`src/common/dram_pkg.sv`:
```
`default_nettype none

package dram_pkg;

    typedef logic [14:0] row_t;
    typedef logic [9:0]  col_t;
    typedef logic [1:0]  bank_t;
    typedef logic [1:0]  bg_t;
    typedef logic [13:0] addr_t;

    // pin order CS_n, ACT_n, RAS_n_A16, CAS_n_A15, WE_n_A14
    typedef enum logic [4:0] {
        DESEL_CMD     = 5'b11111,
        LOAD_MODE_CMD = 5'b01000,
        REFRESH_CMD   = 5'b01001,
        PRECHARGE_CMD = 5'b01010,
        ACT_CMD       = 5'b00000,
        WRITE_CMD     = 5'b01100,
        READ_CMD      = 5'b01101,
        ZQ_CMD        = 5'b01110,
        POWER_UP_PRG  = 5'b10000
    } cmd_t;

    // mode loads must stay contiguous, signal_gen indexes the table by offset
    typedef enum logic [4:0] {
        POWER_UP,
        PRE_RESET,
        RESET,
        NOP,
        LOAD_BG0_REG3,
        LOAD_BG1_REG6,
        LOAD_BG1_REG5,
        LOAD_BG1_REG4,
        LOAD_BG0_REG2,
        LOAD_BG0_REG1,
        LOAD_BG0_REG0,
        ZQ_CL,
        IDLE,
        ACTIVATE,
        WRITE,
        READ,
        PRECHARGE,
        REFRESH
    } state_t;

    localparam int mr_count = 7;

    // {bg, ba, addr} in load order, MR3 first
    localparam logic [17:0] mr_table [mr_count] = '{
        {2'd0, 2'd3, 14'h0000},
        {2'd1, 2'd2, 14'h080F},
        {2'd1, 2'd1, 14'h0400},
        {2'd1, 2'd0, 14'h1000},
        {2'd0, 2'd2, 14'h0088},
        {2'd0, 2'd1, 14'h0001},
        {2'd0, 2'd0, 14'h041D}
    };

endpackage

`default_nettype wire

```
`src/control_unit/control_unit.sv`:
```
`timescale 1ns/1ps
`default_nettype none

module control_unit import dram_pkg::*; #(
    parameter int t_init = 8,
    parameter int t_mrd  = 4,
    parameter int t_rcd  = 3,
    parameter int t_rp   = 3,
    parameter int t_rfc  = 6,
    parameter int t_refi = 200
) (
    input  wire logic  CLK,
    input  wire logic  arst_n,
    input  wire logic  start,
    input  wire logic  op,
    input  wire row_t  row,
    input  wire bank_t bank,
    input  wire bg_t   bg,
    input  wire col_t  col,
    output state_t     state,
    output logic       issue,
    output logic       rf_all,
    output logic       busy,
    output logic       done,
    output row_t       row_q,
    output bank_t      bank_q,
    output bg_t        bg_q,
    output col_t       col_q
);

    state_t      state_n;
    logic [15:0] cnt;
    logic        cnt_zero;
    logic        pend;
    logic        op_q;
    logic        init_done;
    logic        rf_req;
    logic        rf_ack;
    logic        accept;
    logic        acc_end;

    // dwell of each state in cycles, minus one
    function automatic logic [15:0] dwell(state_t s);
        case (s)
            POWER_UP, PRE_RESET, RESET: dwell = 16'(t_init - 1);
            ACTIVATE, WRITE, READ:      dwell = 16'(t_rcd - 1);
            PRECHARGE:                  dwell = 16'(t_rp - 1);
            REFRESH:                    dwell = 16'(t_rfc - 1);
            default:                    dwell = 16'(t_mrd - 1);
        endcase
    endfunction

    refresh_timer #(
        .t_refi (t_refi)
    ) refresh_timer_inst (
        .CLK    (CLK),
        .arst_n (arst_n),
        .enable (init_done),
        .ack    (rf_ack),
        .rf_req (rf_req)
    );

    assign cnt_zero = (cnt == 16'd0);
    assign accept   = start && !busy;
    // refresh wins over a waiting start
    assign rf_ack   = (state == IDLE) && rf_req;
    assign acc_end  = (state == PRECHARGE) && cnt_zero && !rf_all;

    always_comb begin
        state_n = state;
        case (state)
            POWER_UP:      if (cnt_zero) state_n = PRE_RESET;
            PRE_RESET:     if (cnt_zero) state_n = RESET;
            RESET:         if (cnt_zero) state_n = NOP;
            NOP:           if (cnt_zero) state_n = LOAD_BG0_REG3;
            LOAD_BG0_REG3: if (cnt_zero) state_n = LOAD_BG1_REG6;
            LOAD_BG1_REG6: if (cnt_zero) state_n = LOAD_BG1_REG5;
            LOAD_BG1_REG5: if (cnt_zero) state_n = LOAD_BG1_REG4;
            LOAD_BG1_REG4: if (cnt_zero) state_n = LOAD_BG0_REG2;
            LOAD_BG0_REG2: if (cnt_zero) state_n = LOAD_BG0_REG1;
            LOAD_BG0_REG1: if (cnt_zero) state_n = LOAD_BG0_REG0;
            LOAD_BG0_REG0: if (cnt_zero) state_n = ZQ_CL;
            ZQ_CL:         if (cnt_zero) state_n = IDLE;
            IDLE: begin
                if (rf_req) begin
                    state_n = PRECHARGE;
                end else if (pend) begin
                    state_n = ACTIVATE;
                end
            end
            ACTIVATE:      if (cnt_zero) state_n = op_q ? WRITE : READ;
            WRITE, READ:   if (cnt_zero) state_n = PRECHARGE;
            PRECHARGE:     if (cnt_zero) state_n = rf_all ? REFRESH : IDLE;
            REFRESH:       if (cnt_zero) state_n = IDLE;
            default:       state_n = POWER_UP;
        endcase
    end

    always_ff @(posedge CLK or negedge arst_n) begin
        if (!arst_n) begin
            state     <= POWER_UP;
            cnt       <= dwell(POWER_UP);
            issue     <= 1'b0;
            done      <= 1'b0;
            busy      <= 1'b0;
            pend      <= 1'b0;
            rf_all    <= 1'b0;
            init_done <= 1'b0;
        end else begin
            state <= state_n;
            if (state_n != state) begin
                cnt <= dwell(state_n);
            end else if (!cnt_zero) begin
                cnt <= cnt - 16'd1;
            end
            issue <= (state_n != state) &&
                     !(state_n inside {PRE_RESET, RESET, NOP, IDLE});
            done  <= acc_end;
            if (accept) begin
                busy <= 1'b1;
            end else if (acc_end) begin
                busy <= 1'b0;
            end
            // start seen during init or refresh waits here
            if (accept) begin
                pend <= 1'b1;
            end else if (state == IDLE && state_n == ACTIVATE) begin
                pend <= 1'b0;
            end
            if (state == IDLE) begin
                rf_all <= rf_req;
            end
            if (state_n == IDLE) begin
                init_done <= 1'b1;
            end
        end
    end

    always_ff @(posedge CLK) begin
        if (accept) begin
            row_q  <= row;
            bank_q <= bank;
            bg_q   <= bg;
            col_q  <= col;
            op_q   <= op;
        end
    end

endmodule

`default_nettype wire

```
`src/control_unit/refresh_timer.sv`:
```
`timescale 1ns/1ps
`default_nettype none

module refresh_timer #(
    parameter int t_refi = 200
) (
    input  wire logic CLK,
    input  wire logic arst_n,
    input  wire logic enable,
    input  wire logic ack,
    output logic      rf_req
);

    logic [$clog2(t_refi + 1)-1:0] cnt;

    always_ff @(posedge CLK or negedge arst_n) begin
        if (!arst_n) begin
            cnt    <= '0;
            rf_req <= 1'b0;
        end else if (rf_req) begin
            // held until served, count restarts from zero
            if (ack) begin
                rf_req <= 1'b0;
            end
        end else if (enable) begin
            if (cnt == ($bits(cnt))'(t_refi - 1)) begin
                cnt    <= '0;
                rf_req <= 1'b1;
            end else begin
                cnt <= cnt + 1'b1;
            end
        end
    end

endmodule

`default_nettype wire

```
`src/signal_gen/signal_gen.sv`:
```
`timescale 1ns/1ps
`default_nettype none

module signal_gen import dram_pkg::*; (
    input  wire logic   CLK,
    input  wire logic   arst_n,
    input  wire state_t state,
    input  wire logic   issue,
    input  wire logic   rf_all,
    input  wire row_t   row_q,
    input  wire bank_t  bank_q,
    input  wire bg_t    bg_q,
    input  wire col_t   col_q,
    output logic        cs_n,
    output logic        act_n,
    output logic        ras_n_a16,
    output logic        cas_n_a15,
    output logic        we_n_a14,
    output bg_t         bg_pin,
    output bank_t       ba_pin,
    output addr_t       addr,
    output logic        cke,
    output logic        reset_n,
    output logic        odt,
    output logic        pwr,
    output logic        vref_ca,
    output logic        vref_dq
);

    logic [4:0] cmd_d;
    bg_t        bg_d;
    bank_t      ba_d;
    addr_t      addr_d;
    logic       cke_d;
    logic       reset_n_d;
    logic       pwr_d;
    logic       vref_d;
    logic [2:0] mr_idx;

    assign mr_idx = 3'(state - LOAD_BG0_REG3);

    always_comb begin
        cmd_d     = DESEL_CMD;
        bg_d      = '0;
        ba_d      = '0;
        addr_d    = '0;
        cke_d     = 1'b1;
        reset_n_d = 1'b1;
        pwr_d     = 1'b1;
        vref_d    = 1'b1;
        case (state)
            POWER_UP: begin
                // supplies and references still off
                cmd_d     = POWER_UP_PRG;
                cke_d     = 1'b0;
                reset_n_d = 1'b0;
                pwr_d     = 1'b0;
                vref_d    = 1'b0;
            end
            PRE_RESET: begin
                cmd_d     = POWER_UP_PRG;
                cke_d     = 1'b0;
                reset_n_d = 1'b0;
            end
            RESET: begin
                cmd_d = POWER_UP_PRG;
                cke_d = 1'b0;
            end
            LOAD_BG0_REG3, LOAD_BG1_REG6, LOAD_BG1_REG5, LOAD_BG1_REG4,
            LOAD_BG0_REG2, LOAD_BG0_REG1, LOAD_BG0_REG0: begin
                if (issue) begin
                    cmd_d                  = LOAD_MODE_CMD;
                    {bg_d, ba_d, addr_d}   = mr_table[mr_idx];
                end
            end
            ZQ_CL: begin
                if (issue) begin
                    cmd_d  = ZQ_CMD;
                    addr_d = 14'h0400;
                end
            end
            ACTIVATE: begin
                if (issue) begin
                    // row bit 14 rides on WE_n_A14
                    cmd_d  = {ACT_CMD[4:1], row_q[14]};
                    bg_d   = bg_q;
                    ba_d   = bank_q;
                    addr_d = row_q[13:0];
                end
            end
            WRITE, READ: begin
                if (issue) begin
                    cmd_d  = (state == WRITE) ? WRITE_CMD : READ_CMD;
                    bg_d   = bg_q;
                    ba_d   = bank_q;
                    addr_d = {2'b01, 2'b00, col_q};
                end
            end
            PRECHARGE: begin
                if (issue) begin
                    cmd_d      = PRECHARGE_CMD;
                    bg_d       = bg_q;
                    ba_d       = bank_q;
                    addr_d[10] = rf_all;
                end
            end
            REFRESH: begin
                if (issue) begin
                    cmd_d = REFRESH_CMD;
                end
            end
            default: cmd_d = DESEL_CMD;
        endcase
    end

    always_ff @(posedge CLK or negedge arst_n) begin
        if (!arst_n) begin
            {cs_n, act_n, ras_n_a16, cas_n_a15, we_n_a14} <= POWER_UP_PRG;
            bg_pin  <= '0;
            ba_pin  <= '0;
            addr    <= '0;
            cke     <= 1'b0;
            reset_n <= 1'b0;
            odt     <= 1'b0;
            pwr     <= 1'b0;
            vref_ca <= 1'b0;
            vref_dq <= 1'b0;
        end else begin
            {cs_n, act_n, ras_n_a16, cas_n_a15, we_n_a14} <= cmd_d;
            bg_pin  <= bg_d;
            ba_pin  <= ba_d;
            addr    <= addr_d;
            cke     <= cke_d;
            reset_n <= reset_n_d;
            odt     <= 1'b0;
            pwr     <= pwr_d;
            vref_ca <= vref_d;
            vref_dq <= vref_d;
        end
    end

endmodule

`default_nettype wire

```
`src/source/apb_cmd_regs.sv`:
```
`timescale 1ns/1ps
`default_nettype none

module apb_cmd_regs import dram_pkg::*; (
    input  wire logic        CLK,
    input  wire logic        arst_n,
    input  wire logic        psel,
    input  wire logic        penable,
    input  wire logic        pwrite,
    input  wire logic [7:0]  paddr,
    input  wire logic [31:0] pwdata,
    input  wire logic        busy,
    input  wire logic        done,
    output logic [31:0]      prdata,
    output logic             pready,
    output logic             pslverr,
    output row_t             row,
    output bank_t            bank,
    output bg_t              bg,
    output col_t             col,
    output logic             op,
    output logic             start
);

    logic        access;
    logic        addr_ok;
    logic        wr_en;
    logic [15:0] acc_cnt;

    assign access  = psel && penable;
    assign addr_ok = (paddr == 8'h00) || (paddr == 8'h04) || (paddr == 8'h08) ||
                     (paddr == 8'h0C);
    // register writes locked out while an access runs
    assign wr_en   = access && pwrite && !busy;

    assign pready  = 1'b1;
    assign pslverr = access && !addr_ok;
    assign start   = wr_en && (paddr == 8'h08) && pwdata[0];

    always_ff @(posedge CLK or negedge arst_n) begin
        if (!arst_n) begin
            row  <= '0;
            bank <= '0;
            bg   <= '0;
            col  <= '0;
            op   <= 1'b0;
        end else if (wr_en) begin
            if (paddr == 8'h00) begin
                row  <= pwdata[14:0];
                bank <= pwdata[16:15];
                bg   <= pwdata[18:17];
            end else if (paddr == 8'h04) begin
                col <= pwdata[9:0];
                op  <= pwdata[16];
            end
        end
    end

    // completed accesses
    always_ff @(posedge CLK or negedge arst_n) begin
        if (!arst_n) begin
            acc_cnt <= '0;
        end else if (done) begin
            acc_cnt <= acc_cnt + 16'd1;
        end
    end

    always_comb begin
        prdata = '0;
        if (psel && !pwrite) begin
            case (paddr)
                8'h00: prdata = {13'd0, bg, bank, row};
                8'h04: prdata = {15'd0, op, 6'd0, col};
                8'h0C: prdata = {acc_cnt, 15'd0, busy};
                default: prdata = '0;
            endcase
        end
    end

endmodule

`default_nettype wire

```
`src/source/dram_cmd_top.sv`:
```
`timescale 1ns/1ps
`default_nettype none

module dram_cmd_top import dram_pkg::*; #(
    parameter int t_init = 8,
    parameter int t_mrd  = 4,
    parameter int t_rcd  = 3,
    parameter int t_rp   = 3,
    parameter int t_rfc  = 6,
    parameter int t_refi = 200
) (
    input  wire logic        CLK,
    input  wire logic        arst_n,
    input  wire logic        psel,
    input  wire logic        penable,
    input  wire logic        pwrite,
    input  wire logic [7:0]  paddr,
    input  wire logic [31:0] pwdata,
    output logic [31:0]      prdata,
    output logic             pready,
    output logic             pslverr,
    output logic             cs_n,
    output logic             act_n,
    output logic             ras_n_a16,
    output logic             cas_n_a15,
    output logic             we_n_a14,
    output bg_t              bg_pin,
    output bank_t            ba_pin,
    output addr_t            addr,
    output logic             cke,
    output logic             reset_n,
    output logic             odt,
    output logic             pwr,
    output logic             vref_ca,
    output logic             vref_dq
);

    row_t   row, row_q;
    bank_t  bank, bank_q;
    bg_t    bg, bg_q;
    col_t   col, col_q;
    logic   op, start, busy, done, issue, rf_all;
    state_t state;

    apb_cmd_regs apb_cmd_regs_inst (
        .CLK (CLK), .arst_n (arst_n), .psel (psel), .penable (penable),
        .pwrite (pwrite), .paddr (paddr), .pwdata (pwdata), .busy (busy),
        .done (done), .prdata (prdata), .pready (pready), .pslverr (pslverr),
        .row (row), .bank (bank), .bg (bg), .col (col), .op (op), .start (start)
    );

    control_unit #(
        .t_init (t_init), .t_mrd (t_mrd), .t_rcd (t_rcd),
        .t_rp (t_rp), .t_rfc (t_rfc), .t_refi (t_refi)
    ) control_unit_inst (
        .CLK (CLK), .arst_n (arst_n), .start (start), .op (op), .row (row),
        .bank (bank), .bg (bg), .col (col), .state (state), .issue (issue),
        .rf_all (rf_all), .busy (busy), .done (done), .row_q (row_q),
        .bank_q (bank_q), .bg_q (bg_q), .col_q (col_q)
    );

    signal_gen signal_gen_inst (
        .CLK (CLK), .arst_n (arst_n), .state (state), .issue (issue),
        .rf_all (rf_all), .row_q (row_q), .bank_q (bank_q), .bg_q (bg_q),
        .col_q (col_q), .cs_n (cs_n), .act_n (act_n), .ras_n_a16 (ras_n_a16),
        .cas_n_a15 (cas_n_a15), .we_n_a14 (we_n_a14), .bg_pin (bg_pin),
        .ba_pin (ba_pin), .addr (addr), .cke (cke), .reset_n (reset_n),
        .odt (odt), .pwr (pwr), .vref_ca (vref_ca), .vref_dq (vref_dq)
    );

endmodule

`default_nettype wire

```
`config.mk`:
```
export PLATFORM = sky130hd
export DESIGN_NAME = dram_cmd_top
export DESIGN_NICKNAME = d
export VERILOG_FILES = /design/src/common/dram_pkg.sv /design/src/control_unit/control_unit.sv /design/src/control_unit/refresh_timer.sv /design/src/signal_gen/signal_gen.sv /design/src/source/apb_cmd_regs.sv /design/src/source/dram_cmd_top.sv
export SDC_FILE = /design/constraint.sdc
export NUM_CORES = 1
export LEC_CHECK = 0
export ABC_CLOCK_PERIOD_IN_PS = 3300
export CORE_ASPECT_RATIO = 0.75
export CORE_UTILIZATION = 27
export CTS_BUF_LIST = sky130_fd_sc_hd__clkbuf_4 sky130_fd_sc_hd__clkbuf_8
export DETAILED_ROUTE_END_ITERATION = 6
export DONT_BUFFER_PORTS = 1
export MAX_ROUTING_LAYER = met4
export PLACE_DENSITY = 0.36
export SETUP_SLACK_MARGIN = 0.4
export SLEW_MARGIN = 20
export SYNTH_ARGS = -nofsm -noshare
export SYNTH_HDL_FRONTEND = slang
export SYNTH_SLANG_ARGS = --single-unit
```
`constraint.sdc`:
```
create_clock -name CLK -period 3.3 [get_ports CLK]
set_input_delay 0.66 -clock CLK [delete_from_list [all_inputs] [get_ports CLK]]
set_output_delay 0.66 -clock CLK [all_outputs]
set_load 0.05 [all_outputs]
```
Word level (Yosys, flattened, before mapping). Memory sizes are Yosys's and may differ from the RTL's. Index checks and enable logic that the tools add are counted.

Flip-flop bits (word level): 138. Bits in read-only memories: 240. Input bits: 45. Output and inout bits: 63. Logic and storage cells: 166. Memories kept: 2.

Add/sub/neg operators: 4. Order comparisons: 1. Eq/ne operators: 28. Mux-type cells: 60. Bitwise operators: 3. Reduce and logical (&&, ||, !) cells: 36.

Memories: (no name shown) (depth 8, width 18, rd ports 1, clocked after memory_dff 0, wr ports 0, line signal_gen.sv:73) `{bg_d, ba_d, addr_d} = mr_table[mr_idx];`; (no name shown) (depth 32, width 3, rd ports 1, clocked after memory_dff 0, wr ports 0, line control_unit.sv:44) `case (s)`.

Operators with widths (number): $mux 5 (24); $pmux 32 s3 (1); $pmux 5 s16 (1); $eq 5x4->1 const B (10); $pmux 10 s4 (1); $mux 18 (2); $pmux 5 s7 (1); $mux 16 (2); $mux 32 (1); $mux 14 (2); $eq 5x2->1 const B (4); $eq 5x3->1 const B (4); $add 16x1->16 const B (1); $eq 8x4->1 const B (2); $logic_not 16->1 (1); $sub 16x1->16 const B (1); $mux 1 (14); $logic_and 1x1->1 (13); $mux 13 (1); $pmux 3 s4 (1); $mux 11 (1); $eq 5x1->1 const B (2); $eq 5x5->1 const B (2); $add 8x1->8 const B (1); other kinds (24) (39).

Logic depth before layout (Yosys ltp).
Depth in word-level cells: 7. Gate-level depth with buffers: 11. Gate-level depth less buffers: 10.

Modules after synthesis. Synthesis repeated with hierarchy kept, for this count alone.

Cell total of the unflattened synthesis: 604. Area total of the unflattened synthesis: 6740.2 sq um.

By module, submodules not included: control_unit (instances 1, cells an instance 208, area an instance 2532.4 sq um, sequential area each 1580.3 sq um); apb_cmd_regs (instances 1, cells an instance 196, area an instance 2287.2 sq um, sequential area each 1151.1 sq um); signal_gen (instances 1, cells an instance 161, area an instance 1465.2 sq um, sequential area each 651.9 sq um); refresh_timer (instances 1, cells an instance 39, area an instance 455.4 sq um, sequential area each 225.2 sq um).

Least setup slack after synthesis. Ideal clock, no wire load.

Path type: in2out. Start point: input paddr[7]. End point: output prdata[1]. Arrival time: 2.497 ns. Required time: 2.640 ns. Slack: 0.143 ns. Stages: 7. Buffers on the path: 2. Cells stage by stage: nor2_1 -> nand3_1 -> or3b_2 -> clkbuf_1 -> a21o_1 -> clkbuf_1 -> nor2_1.

Cells in the longest elaborated chain, start to end: 3. Elaborated cells between the ends (all ways): 5. Classes of those cells: eq/ne (2); mux (2); reduce/logical (1).

RTL lines: start: declaration (line dram_cmd_top.sv:17) `input wire logic [7:0] paddr,`; $eq 8x4->1 (tied with other cells) (line apb_cmd_regs.sv:71) `case (paddr)`; $pmux 32 s3 * (line apb_cmd_regs.sv:71); $mux 32 * (line apb_cmd_regs.sv:70) `if (psel && !pwrite) begin`; end: declaration (line dram_cmd_top.sv:19) `output logic [31:0] prdata,`.

Mark *: on every way between the ends. The rest lies on a longest branch, timed or not.

Final worst setup path.
Start point: input paddr[5]. End point: output prdata[20].

The elaborated chain is that of the path after synthesis.

==> flow_summary.json <==
{
  "status": "finished with violations",
  "failed_checks": "hold timing",
  "powerDensity_nw_per_um2": 400,
  "synthesis.nets": 653,
  "cap_violations": 0,
  "synthCells": 605,
  "io_pins": 108,
  "clkTransAtPathRegs_ns": 0.09,
  "antenna_cells": 0,
  "layout_min_cycle_time_ns": 2.71,
  "cts_root_buffer": "clkbuf_8",
  "hold_viol": 104,
  "nFillCells": 2477,
  "worst_slew_pin_slew_ns": 0.715,
  "globalplace.congestion": 0.873,
  "grt_max_degree": 109,
  "htreeDepth": 4,
  "r2r-end": "control_unit_inst.cnt[0]",
  "dr_total_vias": 4714,
  "hold_class": "in2async",
  "required_ns": 2.64,
  "yosysSeqAreaShare_pct": 54.4,
  "synth-edff-count": 30,
  "postRouteAntennaNets": 0,
  "routed_wl_mm": 17.7,
  "vias_per_cell": 4.79,
  "cp_max_fo": 13,
  "holdWs_ns": -0.0884,
  "row_count": 49,
  "yosys_warnings": 0,
  "yosys.area.top_type_share_pct": 39.2,
  "clock_path_buffers": 2,
  "gr-total-overflow": 0,
  "clkSinkCount": 138,
  "area_delta_synth_final_pct": 19.9,
  "worstSetupStartpointType": "primary input",
  "worstSetupPathType": "in2out",
  "rsz0062_at_grt": "no",
  "ys_types": 69,
  "fin_nets": 689,
  "clock_latency_ns": 0.45,
  "crit_path_end_kind": "output pin",
  "arrival_ns": 2.05,
  "ys_ff_latch": 138,
  "drtIter0Drc": 286,
  "syn_area_um2": 6640,
  "clock_skew_ns": 0.0149,
  "r2r_start": "control_unit_inst.cnt[0]",
  "relSlewSlack_pct": 52.2,
  "cts_buffers": 17,
  "grt_pass1_vias": 4766,
  "dr.pass1.iters": 5,
  "synth_async_sr_flop_share_pct": 78.3,
  "irDropWorstVdd_v": 0.000242,
  "core_area_um2": 24000,
  "dieArea_um2": 25200,
  "drc": 0,
  "p_leak_nw": 3.41,
  "synthTopCellsByArea": "dfrtp_1 39%, edfxtp_1 14%, mux2_2 5.4%",
  "start_util_pct": 27.6,
  "yosysTopAreaCell": "dfrtp_1",
  "grt_pass1_wl_mm": 27.8,
  "synth_ff_type": "dfrtp_1",
  "final_layout_size_suffix_gt1_share_pct": 25.0,
  "die_x_um": 183,
  "io_buffer_count": 0,
  "r2r_slack_ns": 0.60,
  "routedWlPerCell_um": 18.0,
  "antenna_found_initial": 0,
  "syn_area_per_cell_um2": 11.0,
  "hpwl_mm": 12.5,
  "reg2reg_depth": 10,
  "grt_usage_pct": 15.2,
  "cts_tree": "built",
  "finalCritPeriodShare_pct": 82.1,
  "slew_viol_final": 0,
  "fmax_ghz": 0.369,
  "finalSetupViolCount": 0,
  "fin_tns_setup_ns": 0,
  "die_h_um": 138
}
-- cells by family after synthesis --
family | Yosys count | synth area share [%]
and+or+nand+nor | 235 | 19.5
DFF | 138 | 54.4
AOI/OAI and AO/OA | 108 | 10.7
buffers and inverters | 43 | 3.05
muxes | 41 | 7.05
xor gates and xnor gates | 35 | 4.62
adders and majority gates | 3 | 0.566
other | 2 | 0.113
-- timing repair --
action | 4_1_cts | 5_1_grt
endpoints found under the setup margin | 18 | 25
pin swaps | 2 | 1
cloned | 0 | 0
setup buffers | 0 | 3
endpoints found under the hold margin | 104 | 104
gates resized for setup | 3 | 4
-- how the worst max path moves through the flow --
stage                                    start                        to  slack (ns)  cells past startpoint
finish                                paddr[5]                prdata[20]        0.59                      7
global route        control_unit_inst.state[0]  control_unit_inst.cnt[5]        0.43                      8
CTS                                   paddr[5]                prdata[20]        0.45                      7
detailed placement                    paddr[5]                 prdata[6]        0.22                      5
global placement                      paddr[7]                 prdata[6]        0.26                      5
floorplan                             paddr[7]                prdata[17]        0.37                      5
-- sequential cells by signal (all words and copies together), names as in the netlist, 2 cells and up --
name	cells
control_unit_inst.col_q	10
apb_cmd_regs_inst.acc_cnt	16
apb_cmd_regs_inst.bank	2
apb_cmd_regs_inst.col	10
apb_cmd_regs_inst.bg	2
control_unit_inst.refresh_timer_inst.cnt	8
control_unit_inst.bank_q	2
signal_gen_inst.addr	14
control_unit_inst.state	5
apb_cmd_regs_inst.row	15
signal_gen_inst.bg_pin	2
control_unit_inst.bg_q	2
signal_gen_inst.ba_pin	2
control_unit_inst.cnt	16
control_unit_inst.row_q	15
-- metal layers --
metal,global-route usage (%),wire (um)
met2,20.0,7340
met1,21.8,9120
met5,-,0
met3,4.63,1070
met4,4.40,157
-- cells in the final DEF (no fill, tap or decap), drive strengths merged, types with 19 or more instances in the layout --
cell type    n
dfrtp      104
buf         49
xnor2       23
a21oi       33
and2        24
edfxtp      30
clkbuf      19
nor2        73
nand2       46
mux2        33
-- power breakdown --
part           switching (mW)  leakage, nW  internal [mW]
clock network           0.697        0.205          0.720
logic                  0.0130         1.45        0.00887
registers             0.00494         1.75           1.74
-- critical path, stage by stage --
cell and delay, ns:
nor2_1 0.13, nand3_1 0.17, or3b_4 0.44, nor2_1 0.12
buf_4 0.18, and2_1 0.20, buf_12 0.15
-- per-stage QoR --
stage | util [%] | cell area [um2] | total power, mW | setup slack [ns] | instances
detailed placement | 31.2 | 7500 | 1.80 | 0.223 | 950
floorplan | - | 6720 | 1.80 | 0.367 | 605
global placement | 31.2 | 7500 | 1.80 | 0.259 | 950
CTS | 32.9 | 7910 | 3.25 | 0.450 | 981
finish | 33.1 | 7960 | 3.19 | 0.590 | 984
global route | 33.1 | 7960 | 3.32 | 0.426 | 984
-- area by class of cell --
class / instances / area [um2] / share of cell area (%)
Clock buffer: 19 / 262 / 3.29
Clock inverter: 12 / 139 / 1.75
Inverter: 11 / 41.3 / 0.519
Multi-Input combinational cell: 424 / 2930 / 36.8
Sequential cell: 138 / 3610 / 45.4
Tap cell: 331 / 414 / 5.20
Timing Repair Buffer: 49 / 568 / 7.14
-- cells in the mapped netlist, types with 5 or more instances --
master      n
dfrtp_1   104
nor2_1     61
nand2_1    46
a21oi_1    33
mux2_2     32
edfxtp_1   30
and2_1     24
xnor2_1    23
clkbuf_1   18
a22oi_1    17
nand3_1    16
nor3_1     14
o21ai_0    14
nor2b_1    12
xor2_1     12
inv_1      11
a21o_1     10
nand4_1    10
nor2_4     10
and3_1      9
mux2i_1     7
buf_2       6
and4_1      5
nand2b_1    5
Power figures use the tool's default switching activity.
